<file path="config.mk">
export PLATFORM = sky130hd
export DESIGN_NAME = mmioBusDecode
export DESIGN_NICKNAME = d
export VERILOG_FILES = /design/src/verilog/mmio_params.svh /design/src/verilog/emifBusPkg.sv /design/src/verilog/mmioBusDecode.sv
export SDC_FILE = /design/constraint.sdc
export NUM_CORES = 1
export LEC_CHECK = 0
export BUFFER_PORTS_ARGS = -buffer_cell sky130_fd_sc_hd__buf_2
export CAP_MARGIN = 20
export CORE_MARGIN = 8
export CORE_UTILIZATION = 30
export CTS_BUF_LIST = sky130_fd_sc_hd__clkbuf_8
export CTS_CLUSTER_DIAMETER = 80
export DETAILED_ROUTE_END_ITERATION = 10
export SYNTH_ARGS = -nofsm -noshare
export SYNTH_HDL_FRONTEND = slang
export SYNTH_SLANG_ARGS = --single-unit
</file>
<file path="constraint.sdc">
create_clock -name piShlClk -period 0.9 [get_ports piShlClk]
set_input_delay 0.18 -clock piShlClk [delete_from_list [all_inputs] [get_ports piShlClk]]
set_output_delay 0.18 -clock piShlClk [all_outputs]
set_load 0.02 [all_outputs]
</file>
<file path="src/verilog/mmio_params.svh">
`ifndef MMIO_PARAMS_SVH
`define MMIO_PARAMS_SVH

// ------------------------------
// Register offsets, lower page
// ------------------------------
`define MMIO_CFG_VPD_ID         7'h00   // Product id
`define MMIO_CFG_VPD_VER        7'h01
`define MMIO_CFG_VPD_REV        7'h02
`define MMIO_PHY_STAT           7'h10   // Read-only status bits
`define MMIO_PHY_ETH0           7'h11   // Three tuning bytes
`define MMIO_LY2_MAC0           7'h22   // Six bytes LSB first
`define MMIO_LY3_IP0            7'h34   // Four bytes LSB first
`define MMIO_DIAG_SCRATCH0      7'h70   // Four scratch bytes
`define MMIO_DIAG_CTRL          7'h74   // Loopback enables
`define MMIO_PAGE_SEL           7'h7F   // Upper page select

// Reset defaults
`define MMIO_DEF_VPD_ID         8'h3D   // Variant with memory
`define MMIO_DEF_VPD_VER        8'h01
`define MMIO_DEF_VPD_REV        8'h00
`define MMIO_DEF_ETH0_0         8'h41   // RxEq on and swing 4
`define MMIO_DEF_ETH0_1         8'h05
`define MMIO_DEF_ETH0_2         8'h05
`define MMIO_DEF_SCRATCH0       8'hDE
`define MMIO_DEF_SCRATCH1       8'hAD
`define MMIO_DEF_SCRATCH2       8'hBE
`define MMIO_DEF_SCRATCH3       8'hEF

// Field positions in the stored vectors
`define MMIO_ETH0_RXEQ_BIT      0
`define MMIO_ETH0_SWING_LSB     4
`define MMIO_ETH0_PRE_LSB       8       // Low 5 bits of byte 1
`define MMIO_ETH0_POST_LSB      16      // Low 5 bits of byte 2
`define MMIO_DIAG_PCS_LOOP_BIT  0
`define MMIO_DIAG_MAC_LOOP_BIT  1
`define MMIO_DIAG_MAC_SWAP_BIT  2

// ------------------------------
// Paged memory
// ------------------------------
`define MMIO_RAM_BYTES          2048
`define MMIO_RAM_PAGE_BITS      4       // Page bits actually decoded

`endif

</file>
<file path="src/verilog/emifBusPkg.sv">
package emifBusPkg;

  // ------------------------------
  // Processor bus side
  // ------------------------------
  typedef logic [7:0]  emifAddrT;   // Full bus address
  typedef logic [6:0]  emifOffsT;   // Byte within a 128-byte page
  typedef logic [7:0]  emifDataT;   // Bus data byte

  // Page register value, only low bits decode
  typedef logic [7:0]  pageSelT;

  // ------------------------------
  // Dual-port memory side
  // ------------------------------
  // Byte address is page bits over the offset
  typedef logic [10:0] dpramAddrT;

  typedef logic [8:0]  xmemAddrT;   // Fabric word address
  typedef logic [31:0] xmemDataT;   // Fabric word, byte 0 in bits 7:0

endpackage

</file>
<file path="src/verilog/mmioBusDecode.sv">
`timescale 1ns/1ps

module mmioBusDecode
(
  input  logic                  piShlClk,
  input  logic                  rstN,
  input  logic                  csN,
  input  logic                  weN,
  input  logic                  addrHigh,    // 0 regs, 1 memory
  input  emifBusPkg::emifDataT  regRdData,
  input  emifBusPkg::emifDataT  ramRdData,
  output logic                  regWrEn,
  output logic                  regRdEn,
  output logic                  ramWrEn,
  output logic                  ramRdEn,
  output emifBusPkg::emifDataT  dataOut
);

  logic busWr;
  logic busRd;
  logic rdPend;      // Read issued last cycle
  logic bankSel;     // Its bank, aligned with the read bytes

  // ------------------------------
  // Strobe decode
  // ------------------------------
  assign busWr = !csN && !weN;
  assign busRd = !csN && weN;

  assign regWrEn = busWr && !addrHigh;
  assign regRdEn = busRd && !addrHigh;
  assign ramWrEn = busWr && addrHigh;
  assign ramRdEn = busRd && addrHigh;

  // ------------------------------
  // Read return
  // ------------------------------
  always_ff @(posedge piShlClk)
  begin
    if (!rstN)
    begin
      rdPend  <= 1'b0;
      bankSel <= 1'b0;
      dataOut <= '0;
    end
    else
    begin
      rdPend  <= busRd;
      bankSel <= addrHigh;
      if (rdPend)
        dataOut <= bankSel ? ramRdData : regRdData;  // Otherwise hold
    end
  end

endmodule

</file>
Word level (Yosys, flattened, before mapping)
Index checks and enable logic that the tools add are counted.

Output and inout port bits: 12. Bits in registers: 10. Word-level logic and storage cells: 13. Input port bits: 21.

Muxes and demuxes: 1. Reduce and logical (&&, ||, !) cells: 9.

Operators by type and width (number): $mux 8 (1); $logic_and 1x1->1 (6); $logic_not 1->1 (3).

Longest topological paths before layout
Depth in word-level cells: 3. Gate-level depth with buffers: 3. Depth with buffers taken out: 2.

Least setup slack after synthesis
OpenSTA, ideal clock, no wires.

Kind: input port to output port. Start point: input weN. End point: output ramWrEn. Cell stages on the path: 1. Required time: 720 ps. Path slack: 13 ps. Path buffers: 0. Arrival time: 707 ps. Cell sequence: nor3b_1.

Longest elaborated chain between the ends: 3.

Ends and longest elaborated chain: start, declared (line mmioBusDecode.sv:8) `input logic weN,`; $logic_not 1->1 (line mmioBusDecode.sv:27) `assign busWr = !csN && !weN;`; $logic_and 1x1->1 (line mmioBusDecode.sv:27); $logic_and 1x1->1 (line mmioBusDecode.sv:32) `assign ramWrEn = busWr && addrHigh;`; end, declared (line mmioBusDecode.sv:14) `output logic ramWrEn,`.

Every way passes these cells.

Final worst setup path
Start point: register dataOut[1]. End point: output dataOut[1].

RTL lines: start, declared (line mmioBusDecode.sv:16) `output emifBusPkg::emifDataT dataOut`; start signal, assigned (line mmioBusDecode.sv:51) `dataOut <= bankSel ? ramRdData : regRdData;`.

No word-level cell between the ends.

==> metrics.md <==
| Metric | Value |
|---|---|
| Status | `completed` |
| Synth cell types | `10` |
| Main synth FF type | `dfxtp_1` |
| RSZ-0062 raised after global routing | `yes` |
| CTS sink cnt | `10` |
| Share of post-route cells with drive strength above 1 | `56.41%` |
| Syn Nets | `63` |
| CTS Buffer Depth | `2` |
| Synth cell count leaders | `dfxtp_1 (10), a21oi_1 (8), mux2i_1 (8)` |
| CP top delay family | `flip-flops` |
| Placed cell count | `90` |
| Clk_lat worst skew | `0.23 ns` |
| Antenna cells | `0` |
| Initial antenna violation count | `0` |
| F_max | `1139 MHz` |
| H-tree depth | `1` |
| CP max stage cell | `dfxtp_1` |
| 1st-pass router iterations | `2` |
| Final nets | `101` |
| Die height | `54.04 um` |
| Starting DRT DRC Count | `4` |
| CTS clk-pin slew, worst paths | `0.04 ns` |
| Worst EP required | `0.72 ns` |
| Synth area leader | `dfxtp_1` |
| Gr busiest metal | `met2` |
| Vias per inst | `4.892` |
| Via count | `455` |
| Post-Syn Instances | `42` |
| Final HPWL DP | `946 um` |
| Min-Delay Path Class | `in2reg` |
| Site Rows | `13` |
| Synth warn | `0` |
| Final Non-Filler Cells | `93` |
| Layout fillers | `124` |
| Slew Viols, Final | `0` |
| Inserted Clock Buffers | `3` |
| CORE AREA | `1334 sq um` |
| Number of synthesized flops with an enable pin | `0` |
| Routed wire length per instance | `13.34 um` |
| Arr. time, crit path | `0.70 ns` |
| Post-synth ARST share | `0%` |
| Avg Inst Size Synth | `10.34 sq um` |
| Met3 usage in global routing | `3.581%` |
| CP Max Fanout | `2` |
| Final hold viol count | `0` |
| FF+latch count, synth | `10` |
| Lkg Pwr | `0.3462 nW` |
| Clock root buffer master | `clkbuf_8` |
| GR met1 Demand/Resource | `8.964%` |
| Minimum clock period | `0.8779 ns` |
| CTS tree | `built` |
| Final period utilization | `97.54%` |
| # setup viols final | `0` |
| Port buffer count | `32` |
| Startpoint Class | `flop` |
| DRT Wirelength | `1241 um` |
| # IOs | `33` |
| CP Buf/Inv Count | `1` |
| Worst-Margin Slew | `0.1800 ns` |
| Die Wd | `54.04 um` |
| Hold WS | `0.2055 ns` |
| Mapped Area | `434.2 sq um` |
| Antenna Nets Post-Route | `0` |
| GPL Wtd Cong | `0.7060` |
| Gr usage total | `8.379%` |
| Max incr delay on CP | `0.31 ns` |
| PwrDens | `1597 nW/um^2` |
| Initial core utilization | `32.55%` |
| Max-Cap Viols | `0` |
| Post-synthesis sequential area ratio | `46.11%` |
| Met2 usage | `13.51%` |
| Post-Route Skew | `0.002265 ns` |
| Vias in the first global route | `449` |
| DRC viols | `0` |
| Area delta synth->final | `61.67%` |
| Die Footprint | `2920 sq um` |
| Largest net degree at the start of global routing | `11` |
| Top-count cell post-synth | `dfxtp_1` |
| Area contributors post-synth | `dfxtp_1 (46%), mux2i_1 (18%), a21oi_1 (9.2%)` |
| Grt total ovfl | `0` |
| Crit-path cells | `buf_2` |
| Worst vdd ir | `681.5 uV` |
| First-pass GRT wire length | `1814 um` |
| Worst setup EP type | `output pin` |
| Crit Path Category | `reg2out` |
| Slew HR | `88.00%` |
| Synth top area share | `46.11%` |
==> repair_timing <==
item                                    in CTS  in global routing
cloned                                       0                  0
buffers inserted                             0                  0
endpoints found under the setup margin       2                 14
pin swaps                                    0                  1
gates resized for setup                      3                 10
hold buffers                                 0                  0
==> where the power goes <==
group	total (mW)	internal [mW]	switching (mW)	leakage [nW]
Clock	0.434	0.290	0.144	0.0216
Combinational	0.205	0.106	0.0990	0.242
Sequential	0.482	0.469	0.0131	0.0831
Total	1.12	0.865	0.256	0.346
==> stage by stage <==
| step | total power [mW] | TNS (ns) | utilization (%) | cell area, sq um | setup slack (ns) |
|---|---|---|---|---|---|
| floorplan | 0.5849 | 0 | - | 434.2 | 0.01311 |
| global placement | 0.6760 | 0 | 46.90 | 625.6 | 0.03981 |
| detailed placement | 0.6782 | 0 | 46.90 | 625.6 | 0.02014 |
| CTS | 1.128 | 0 | 50.66 | 675.6 | 0.0004530 |
| global route | 1.185 | -0.02327 | 52.63 | 701.9 | -0.01185 |
| finish | 1.121 | 0 | 52.63 | 701.9 | 0.02213 |
==> worst paths after layout <==
kind | start | endpoint | slack (ns) | cells past startpoint
worst min-delay path | addrHigh | bankSel$_SDFF_PN0_ | 0.21 | 2
worst max register to register | bankSel$_SDFF_PN0_ | dataOut[1]$_SDFFE_PN0P_ | 0.05 | 3
worst min register to register | dataOut[3]$_SDFFE_PN0P_ | dataOut[3]$_SDFFE_PN0P_ | 0.50 | 2
worst max-delay path | dataOut[1]$_SDFFE_PN0P_ | dataOut[1] | 0.02 | 1
==> registers in the layout (all words and copies together) (netlist names) <==
signal   flops
dataOut      8
bankSel      1
rdPend       1
==> cells in the final DEF (no fill, tap or decap), types with 2 or more instances in the layout <==
master	instances
a21oi_1	8
and3b_1	2
buf_2	26
buf_4	5
buf_6	3
clkbuf_8	3
dfxtp_1	7
dfxtp_2	3
mux2i_1	8
o21ai_0	6
o21ai_2	2
==> logic make-up (layout without fill, tap and decap cells) <==
logic type / Yosys count / count (layout) / synth area share, %
compound gates: 16 / 16 / 20.17
flops: 10 / 10 / 46.11
mux: 8 / 8 / 18.44
simple gates: 6 / 6 / 10.09
buf+inv: 2 / 38 / 5.187
==> area by class of cell <==
| type | instances | area (sq um) | area share [%] |
|---|---|---|---|
| Clock buffer | 3 | 41.29 | 5.882 |
| Timing Repair Buffer | 35 | 221.5 | 31.55 |
| Sequential cell | 10 | 203.9 | 29.06 |
| Multi-Input combinational cell | 30 | 216.5 | 30.84 |
| Tap cell | 15 | 18.77 | 2.674 |
==> per-layer routing <==
| layer | vias up | part of all wire (%) |
|---|---|---|
| li1 | 232 | - |
| met1 | 197 | 38 |
| met2 | 24 | 47 |
| met3 | 2 | 14 |
| met4 | 0 | 1.3 |
| met5 | - | 0 |
No activity file was read; power rests on OpenSTA's default activity.
