===== config.mk =====
export PLATFORM = sky130hd
export DESIGN_NAME = mmioRegFile
export DESIGN_NICKNAME = d
export VERILOG_FILES = /design/src/verilog/emifBusPkg.sv /design/src/verilog/shellCfgPkg.sv /design/src/verilog/mmioRegFile.sv
export VERILOG_INCLUDE_DIRS = /design/src /design/src/verilog
export SDC_FILE = /design/constraint.sdc
export NUM_CORES = 1
export LEC_CHECK = 0
export ABC_CLOCK_PERIOD_IN_PS = 2200
export BUFFER_PORTS_ARGS = -buffer_cell sky130_fd_sc_hd__buf_4
export CAP_MARGIN = 20
export CORE_MARGIN = 3
export CORE_UTILIZATION = 46
export CTS_CLUSTER_DIAMETER = 200
export CTS_CLUSTER_SIZE = 20
export DETAILED_ROUTE_END_ITERATION = 12
export GPL_TIMING_DRIVEN = 0
export PLACE_DENSITY_LB_ADDON = 0.15
export REMOVE_ABC_BUFFERS = 1
export SYNTH_ARGS = -nofsm -noshare
export SYNTH_HDL_FRONTEND = slang
export SYNTH_SLANG_ARGS = --single-unit

===== constraint.sdc =====
create_clock -name piShlClk -period 2.2 [get_ports piShlClk]
set_input_delay 0.11 -clock piShlClk [delete_from_list [all_inputs] [get_ports piShlClk]]
set_output_delay 0.11 -clock piShlClk [all_outputs]
set_load 0.03 [all_outputs]

===== src/verilog/mmio_params.svh =====
`ifndef MMIO_PARAMS_SVH
`define MMIO_PARAMS_SVH

// ------------------------------
// Register offsets, lower page
// ------------------------------
`define MMIO_CFG_VPD_ID         7'h00   // Product id
`define MMIO_CFG_VPD_VER        7'h01
`define MMIO_CFG_VPD_REV        7'h02
`define MMIO_PHY_STAT           7'h10   // Read-only status bits
`define MMIO_PHY_ETH0           7'h11   // Three tuning bytes
`define MMIO_LY2_MAC0           7'h22   // Six bytes LSB first
`define MMIO_LY3_IP0            7'h34   // Four bytes LSB first
`define MMIO_DIAG_SCRATCH0      7'h70   // Four scratch bytes
`define MMIO_DIAG_CTRL          7'h74   // Loopback enables
`define MMIO_PAGE_SEL           7'h7F   // Upper page select

// Reset defaults
`define MMIO_DEF_VPD_ID         8'h3D   // Variant with memory
`define MMIO_DEF_VPD_VER        8'h01
`define MMIO_DEF_VPD_REV        8'h00
`define MMIO_DEF_ETH0_0         8'h41   // RxEq on and swing 4
`define MMIO_DEF_ETH0_1         8'h05
`define MMIO_DEF_ETH0_2         8'h05
`define MMIO_DEF_SCRATCH0       8'hDE
`define MMIO_DEF_SCRATCH1       8'hAD
`define MMIO_DEF_SCRATCH2       8'hBE
`define MMIO_DEF_SCRATCH3       8'hEF

// Field positions in the stored vectors
`define MMIO_ETH0_RXEQ_BIT      0
`define MMIO_ETH0_SWING_LSB     4
`define MMIO_ETH0_PRE_LSB       8       // Low 5 bits of byte 1
`define MMIO_ETH0_POST_LSB      16      // Low 5 bits of byte 2
`define MMIO_DIAG_PCS_LOOP_BIT  0
`define MMIO_DIAG_MAC_LOOP_BIT  1
`define MMIO_DIAG_MAC_SWAP_BIT  2

// ------------------------------
// Paged memory
// ------------------------------
`define MMIO_RAM_BYTES          2048
`define MMIO_RAM_PAGE_BITS      4       // Page bits actually decoded

`endif


===== src/verilog/emifBusPkg.sv =====
package emifBusPkg;

  // ------------------------------
  // Processor bus side
  // ------------------------------
  typedef logic [7:0]  emifAddrT;   // Full bus address
  typedef logic [6:0]  emifOffsT;   // Byte within a 128-byte page
  typedef logic [7:0]  emifDataT;   // Bus data byte

  // Page register value, only low bits decode
  typedef logic [7:0]  pageSelT;

  // ------------------------------
  // Dual-port memory side
  // ------------------------------
  // Byte address is page bits over the offset
  typedef logic [10:0] dpramAddrT;

  typedef logic [8:0]  xmemAddrT;   // Fabric word address
  typedef logic [31:0] xmemDataT;   // Fabric word, byte 0 in bits 7:0

endpackage


===== src/verilog/shellCfgPkg.sv =====
package shellCfgPkg;

  // ------------------------------
  // Network identity
  // ------------------------------
  // Assembled from the LY2_MAC bytes, byte 0 lowest
  typedef logic [47:0] macAddrT;

  // Assembled from the LY3_IP bytes, byte 0 lowest
  typedef logic [31:0] ipAddrT;

  // ------------------------------
  // ETH0 transceiver tuning
  // ------------------------------
  typedef logic [3:0]  txSwingT;    // Driver swing code

  // Pre- and post-cursor emphasis
  typedef logic [4:0]  txCursorT;

  // Loopback and swap enables stay single bits

endpackage


===== src/verilog/mmioRegFile.sv =====
`timescale 1ns/1ps
`include "mmio_params.svh"

module mmioRegFile
(
  input  logic                   piShlClk,
  input  logic                   rstN,
  input  logic                   wrEn,
  input  logic                   rdEn,
  input  emifBusPkg::emifOffsT   offset,
  input  emifBusPkg::emifDataT   wrData,
  input  logic                   mc0CalDone,
  input  logic                   mc1CalDone,
  input  logic                   eth0CoreReady,
  input  logic                   eth0QpllLock,
  output emifBusPkg::emifDataT   rdData,
  output emifBusPkg::pageSelT    pageSel,
  output logic                   eth0RxEqMode,
  output shellCfgPkg::txSwingT   eth0TxSwing,
  output shellCfgPkg::txCursorT  eth0TxPreCursor,
  output shellCfgPkg::txCursorT  eth0TxPostCursor,
  output logic                   eth0PcsLoopEn,
  output logic                   eth0MacLoopEn,
  output logic                   eth0MacSwapEn,
  output shellCfgPkg::macAddrT   macAddress,
  output shellCfgPkg::ipAddrT    ipAddress
);

  emifBusPkg::emifDataT  vpdId;
  emifBusPkg::emifDataT  vpdVer;
  emifBusPkg::emifDataT  vpdRev;
  logic [23:0]           eth0Reg;     // ETH0 bytes 2..0
  shellCfgPkg::macAddrT  macReg;
  shellCfgPkg::ipAddrT   ipReg;
  logic [31:0]           scratchReg;  // Scratch bytes 3..0
  emifBusPkg::emifDataT  diagCtrl;
  emifBusPkg::pageSelT   pageReg;
  emifBusPkg::emifDataT  phyStat;
  emifBusPkg::emifDataT  rdNext;

  // Live status, upper nibble reads zero
  assign phyStat = {4'b0000, eth0QpllLock, eth0CoreReady, mc1CalDone, mc0CalDone};

  // ------------------------------
  // Write path
  // ------------------------------
  always_ff @(posedge piShlClk)
  begin
    if (!rstN)
    begin
      vpdId      <= `MMIO_DEF_VPD_ID;
      vpdVer     <= `MMIO_DEF_VPD_VER;
      vpdRev     <= `MMIO_DEF_VPD_REV;
      eth0Reg    <= {`MMIO_DEF_ETH0_2, `MMIO_DEF_ETH0_1, `MMIO_DEF_ETH0_0};
      macReg     <= '0;
      ipReg      <= '0;
      scratchReg <= {`MMIO_DEF_SCRATCH3, `MMIO_DEF_SCRATCH2,
                     `MMIO_DEF_SCRATCH1, `MMIO_DEF_SCRATCH0};
      diagCtrl   <= '0;
      pageReg    <= '0;
    end
    else if (wrEn)
    begin
      case (offset)
        `MMIO_CFG_VPD_ID:  vpdId    <= wrData;
        `MMIO_CFG_VPD_VER: vpdVer   <= wrData;
        `MMIO_CFG_VPD_REV: vpdRev   <= wrData;
        `MMIO_DIAG_CTRL:   diagCtrl <= wrData;
        `MMIO_PAGE_SEL:    pageReg  <= wrData;
        default: ;                              // PHY_STAT and holes ignore writes
      endcase
      // Multi-byte fields, one lane per offset
      for (int i = 0; i < 3; i++)
      begin
        if (offset == `MMIO_PHY_ETH0 + i)
          eth0Reg[8*i +: 8] <= wrData;
      end
      for (int i = 0; i < 6; i++)
      begin
        if (offset == `MMIO_LY2_MAC0 + i)
          macReg[8*i +: 8] <= wrData;
      end
      for (int i = 0; i < 4; i++)
      begin
        if (offset == `MMIO_LY3_IP0 + i)
          ipReg[8*i +: 8] <= wrData;
        if (offset == `MMIO_DIAG_SCRATCH0 + i)
          scratchReg[8*i +: 8] <= wrData;
      end
    end
  end

  // ------------------------------
  // Read path
  // ------------------------------
  always_comb
  begin
    rdNext = '0;  // Unmapped bytes read zero
    case (offset)
      `MMIO_CFG_VPD_ID:  rdNext = vpdId;
      `MMIO_CFG_VPD_VER: rdNext = vpdVer;
      `MMIO_CFG_VPD_REV: rdNext = vpdRev;
      `MMIO_PHY_STAT:    rdNext = phyStat;
      `MMIO_DIAG_CTRL:   rdNext = diagCtrl;
      `MMIO_PAGE_SEL:    rdNext = pageReg;
      default: ;
    endcase
    for (int i = 0; i < 3; i++)
    begin
      if (offset == `MMIO_PHY_ETH0 + i)
        rdNext = eth0Reg[8*i +: 8];
    end
    for (int i = 0; i < 6; i++)
    begin
      if (offset == `MMIO_LY2_MAC0 + i)
        rdNext = macReg[8*i +: 8];
    end
    for (int i = 0; i < 4; i++)
    begin
      if (offset == `MMIO_LY3_IP0 + i)
        rdNext = ipReg[8*i +: 8];
      if (offset == `MMIO_DIAG_SCRATCH0 + i)
        rdNext = scratchReg[8*i +: 8];
    end
  end

  // Captured at the request edge, decoder picks it up next cycle
  always_ff @(posedge piShlClk)
  begin
    if (rdEn)
      rdData <= rdNext;
  end

  // Field outputs
  assign eth0RxEqMode     = eth0Reg[`MMIO_ETH0_RXEQ_BIT];
  assign eth0TxSwing      = eth0Reg[`MMIO_ETH0_SWING_LSB +: 4];
  assign eth0TxPreCursor  = eth0Reg[`MMIO_ETH0_PRE_LSB +: 5];
  assign eth0TxPostCursor = eth0Reg[`MMIO_ETH0_POST_LSB +: 5];
  assign eth0PcsLoopEn    = diagCtrl[`MMIO_DIAG_PCS_LOOP_BIT];
  assign eth0MacLoopEn    = diagCtrl[`MMIO_DIAG_MAC_LOOP_BIT];
  assign eth0MacSwapEn    = diagCtrl[`MMIO_DIAG_MAC_SWAP_BIT];
  assign macAddress       = macReg;
  assign ipAddress        = ipReg;
  assign pageSel          = pageReg;    // To the paged memory

endmodule


== Word level (Yosys, flattened, before mapping) ==
Index checks and enable logic that the tools add are counted.

* Word-level logic and storage cells: 86
* Input port bits: 23
* Output and inout port bits: 114
* Register bits after elaboration: 184

* Mux-type cells: 18
* Eq/ne operators: 22
* Reduce and logical (&&, ||, !) cells: 23

{| class="wikitable"
|+ Operator list
! cell !! number
|-
| $mux W8 || 17
|-
| $eq A7 B6 Y1 const B || 10
|-
| $pmux W8 S6 || 1
|-
| $reduce_and A2 Y1 || 22
|-
| $eq A7 B7 Y1 const B || 6
|-
| $eq A7 B5 Y1 const B || 4
|-
| $eq A7 B1 Y1 const B || 1
|-
| $eq A7 B2 Y1 const B || 1
|-
| $logic_not A7 Y1 || 1
|}

== Depth between registers and ports, before layout ==
* Depth in word-level cells: 19
* Gate-level depth with buffers: 9
* Gate-level depth less buffers: 6

== Worst setup path after synthesis ==
OpenSTA, ideal clock, no wires.

* Path kind: input -> register
* Start point: input port offset[0]
* End point: register rdData[4], data pin
* Path buffers: 1
* Path slack: 336 ps
* Required time: 1946 ps
* Library setup time: 254 ps
* Arrival time: 1610 ps
* Stages on the path: 7
* Path through: buf_2 -> or4b_4 -> or3_4 -> o32ai_1 -> a211o_1 -> a21oi_1 -> o21a_1

* Longest elaborated chain between the ends: 19
* Elaborated cells on any way between the ends: 41
* Those cells by class: eq/ne: 22; mux: 18; reduce/logical: 1

{| class="wikitable"
|+ Ends and longest elaborated chain
! what !! RTL line !! RTL
|-
| start: declaration || mmioRegFile.sv:10 || <nowiki>input emifBusPkg::emifOffsT offset,</nowiki>
|-
| $eq A7 B7 Y1, or another cell as far along || mmioRegFile.sv:99 || <nowiki>case (offset)</nowiki>
|-
| $pmux W8 S6 || mmioRegFile.sv:99 ||
|-
| $mux W8 (3 in series) || mmioRegFile.sv:110 || <nowiki>if (offset == `MMIO_PHY_ETH0 + i)</nowiki>
|-
| $mux W8 (6 in series) || mmioRegFile.sv:115 || <nowiki>if (offset == `MMIO_LY2_MAC0 + i)</nowiki>
|-
| $mux W8 || mmioRegFile.sv:120 || <nowiki>if (offset == `MMIO_LY3_IP0 + i)</nowiki>
|-
| $mux W8 || mmioRegFile.sv:122 || <nowiki>if (offset == `MMIO_DIAG_SCRATCH0 + i)</nowiki>
|-
| $mux W8 || mmioRegFile.sv:120 ||
|-
| $mux W8 || mmioRegFile.sv:122 ||
|-
| $mux W8 || mmioRegFile.sv:120 ||
|-
| $mux W8 || mmioRegFile.sv:122 ||
|-
| $mux W8 || mmioRegFile.sv:120 ||
|-
| $mux W8 (*) || mmioRegFile.sv:122 ||
|-
| via rdNext[4] || mmioRegFile.sv:39 || <nowiki>emifBusPkg::emifDataT rdNext;</nowiki>
|-
| end signal: assignment || mmioRegFile.sv:131 || <nowiki>rdData <= rdNext;</nowiki>
|-
| end: declaration || mmioRegFile.sv:16 || <nowiki>output emifBusPkg::emifDataT rdData,</nowiki>
|}

Mark *: on every way through the listed nets, which the timed path passes. The rest lies on a longest branch.
A chain may end at the register's enable or synchronous reset.

== Worst setup path in the final report ==
* Start point: input port offset[0]
* End point: register rdData[2], data pin

The elaborated chain is that of the path after synthesis.

==> key figures <==
Setup path
  – CP Cell Sequence: buf_12 > or4b_4 > o21ai_1 > a32oi_1 > a2111o_1 > o221ai_1 > nand3_1
  – Reg2Reg Depth: 5
  – Levels on crit path: 7
  – Worst endpoint required time: 2.34 ns
  – Worst Path Buf+Inv: 1
  – Crit path DAT: 2.34 ns
  – CP delay by family, top: compound AO/OA/AOI/OAI gates
  – Slowest Stage Delay on Critical Path: 0.64 ns
  – Slowest cell on crit path: or4b_4
  – Type of the worst setup path: in2reg
  – Crit path max fanout: 56
  – Worst setup SP type: primary input
  – Worst setup path startpoint: offset[0]
  – Setup crit end kind: register
  – Reg2Reg Launch Point: scratchReg[19]

Pwr
  – Power per cell area: 638 nW/µm²
  – Power Total: 6920 µW
  – Leak: 0.00404 µW
  – Sw Share: 26.9%
  – Power Internal: 5060 µW
  – Psw: 1860 µW
  – Clock power share: 42.6%
  – VDD IR max: 0.534 mV
  – Combinational power share: 8.6%
  – Flop pwr share: 48.8%

Synthesis
  – Synth top cells by count: nand2_1 (294), dfxtp_1 (176), a21boi_0 (121), nand3_1 (118), clkbuf_1 (56)
  – Adder-Cell Fraction of Synth Area: 0%
  – Synth Area in Simple Gates: 27.8%
  – Compound-Gate Fraction of Synth Area: 22.3%
  – Post-synthesis xor/xnor area fraction: 0.0948%
  – Area contributors post-synth: dfxtp_1 (38%), nand2_1 (12%), a21boi_0 (9.8%), nand3_1 (6.4%), mux2i_1 (3.0%)
  – Main combinational cell family by area after synthesis: simple AND/OR/NAND/NOR gates
  – Count leader, synth: nand2_1
  – Share of the synthesized area in the top cell type: 38.2%
  – Cells after Synth: 1,160
  – Leading area contributor after synthesis: dfxtp_1
  – FF+latch count, synth: 184
  – Syn_area_per_cell: 7.96 µm²
  – Dominant synthesized flop cell: dfxtp_1
  – Synth Cell Area: 9240 µm²
  – Sequential-to-total area share from yosys stat: 40.8%
  – FFs w/ async S/R, synth: 0%
  – Mux share of post-synthesis cell area: 3.40%
  – Number of synthesized flops with an enable pin: 8
  – Yosys warnings: 0
  – Synth unique cells: 76

Cells and area
  – Fillcell total: 1,914
  – Register area: 3760 µm²
  – Multi-input gate area: 5030 µm²
  – Area growth syn-to-layout: 17.5%
  – Share of post-route cells with drive strength above 1: 17.6%
  – N_diodes: 0
  – NumNets Final: 1,242

STA
  – Fin. max-slew vios: 0
  – Least-Margin Pin Slew: 1.02 ns
  – RSZ-0062 raised after global routing: false
  – Setup Skew: 0.00823 ns
  – Minimum clock period: 2.20 ns
  – Setup-failing EPs final: 0
  – Final Hold Fails: 0
  – Setup TNS Final: 0 ns
  – Final WS setup: 0.00146 ns
  – Rel. slew slack: 31.9%
  – Fmax: 455 MHz
  – Final period util: 99.9%

Global route
  – Grt ovf: 0
  – Largest net degree at the start of global routing: 125
  – Vias in the first global route: 8,305
  – First-pass GRT wire length: 49.6 mm
  – Initial antenna violation count: 0
  – Tot GR Track Use: 29.3%

Floorplanning
  – Starting density of the core: 47.1%
  – Row cnt: 51
  – DIE WIDTH: 148 µm
  – Top-Level Pins: 137
  – CORE AREA: 19,600 µm²
  – Die Area: 21,800 µm²
  – Die Y: 148 µm

Detailed routing
  – DRC errors left: 0
  – ANT nets after route: 0
  – Routed WL: 32.9 mm
  – Vias: 9,101
  – DRT Pass-1 Iters: 6
  – Via density: 6.08
  – Drt wl/cell: 22.0 µm
  – Detailed Route Iter0 Violations: 1,005

CTS
  – Clock Tree Root: clkbuf_16
  – CTS max path bufs: 2
  – CTS tree: built
  – CTS buffer count: 17
  – CTS clk-pin slew, worst paths: 0.08 ns
  – Worst skew pair latency: 0.44 ns
  – Clock Sink Count: 184
  – CTS H-Tree Depth: 4

Worst hold path
  – Hold Path Cell Cnt: 3
  – Min-delay worst type: in2reg
  – Hold Path Origin: wrData[6]

Outcome
  – Status: completed

Place
  – RD Place Congestion: 0.926
  – IO buf count: 136
  – Hpwl dp: 21.7 mm
  – Dpl ws: -1.32 ns

Job
  – Max-Cap Viols: 0
-- area by class of cell --
| class | instances | share of cell area, % |
|---|---|---|
| clock inverter | 13 | 1.00 |
| sequential | 184 | 34.7 |
| timing repair buffer | 146 | 10.6 |
| tap | 265 | 3.06 |
| multi-input combinational | 865 | 46.4 |
| clock buffer | 19 | 4.08 |
| inverter | 5 | 0.173 |
-- through the flow --
step	utilization [%]	hold WS [ns]	std cells	cell area, µm²
floorplan	-	0.182	1054	8730
global placement	51.5	0.390	1455	10100
detailed placement	52.0	0.390	1461	10200
CTS	55.3	0.0959	1497	10800
global route	55.4	0.115	1497	10800
finish	55.4	0.112	1497	10800
-- power by group through the flow --
stage	clock network [µW]	logic (µW)	registers, µW
floorplan	0	186	3480
global placement	0	550	3460
detailed placement	0	562	3460
CTS	2980	575	3380
global route	3110	617	3380
finish	2950	594	3380
-- timing repair --
item	in CTS	in global routing
setup buffers	2	0
setup endpoints to repair	19	8
hold buffers	2	0
endpoints found under the hold margin	10	0
pin swaps	1	2
gates resized for setup	14	6
-- state kept, by name, indices dropped and copies added (netlist names) --
register	count
scratchReg	32
vpdId	8
vpdVer	8
rdData	8
vpdRev	8
diagCtrl	8
macAddress	48
eth0Reg	24
ipAddress	32
pageSel	8
-- routing by layer --
metal	track usage, %	share of wire (%)	routed length (µm)	vias to the layer above
li1	-	-	-	4188
met1	41.3	43	14200	4354
met2	45.6	45	15000	481
met3	4.78	8.2	2700	78
met4	10.9	3.2	1060	0
met5	0	0	0	-
-- layout by cell type, fill, tap and decap left out, types with 4 or more instances in the layout --
| cell | count |
|---|---|
| o221ai_1 | 4 |
| a21oi_1 | 27 |
| dfxtp_1 | 176 |
| a221oi_1 | 5 |
| nor4_1 | 5 |
| buf_4 | 137 |
| nor3_1 | 11 |
| a21boi_0 | 121 |
| nand2b_1 | 7 |
| and3_1 | 8 |
| a32oi_1 | 10 |
| o21ai_0 | 34 |
| o32ai_1 | 4 |
| nor2_1 | 36 |
| a22oi_1 | 6 |
| a22o_1 | 8 |
| clkbuf_16 | 17 |
| edfxtp_1 | 8 |
| nor2b_1 | 20 |
| mux2i_1 | 28 |
| o22ai_1 | 12 |
| o21a_1 | 4 |
| nand2_1 | 293 |
| nor2_2 | 8 |
| inv_1 | 5 |
| nand3_1 | 117 |
| a31oi_1 | 5 |
| a222oi_1 | 5 |
| inv_6 | 7 |
| o211ai_1 | 5 |
-- worst reg2reg max path: cells and delay by family, from the launching register on --
family / cells / cell delay (ns)
compound gates: 5 / 1.52
flops: 1 / 0.34
-- final timing paths --
check	end	slack, ns
hold / removal	vpdVer[6]	0.11
setup / recovery	rdData[2]	0.001
setup reg to reg	rdData[3]	0.07
hold reg to reg	vpdRev[2]	0.46
-- cells by family (layout without fill, tap and decap cells) --
group,Yosys count,after routing
and+or+nand+nor,548,548
muxes,31,31
AOI/OAI and AO/OA,285,285
buffers and inverters,111,183
xor gates and xnor gates,1,1
DFF,184,184
Power figures use the tool's default switching activity.
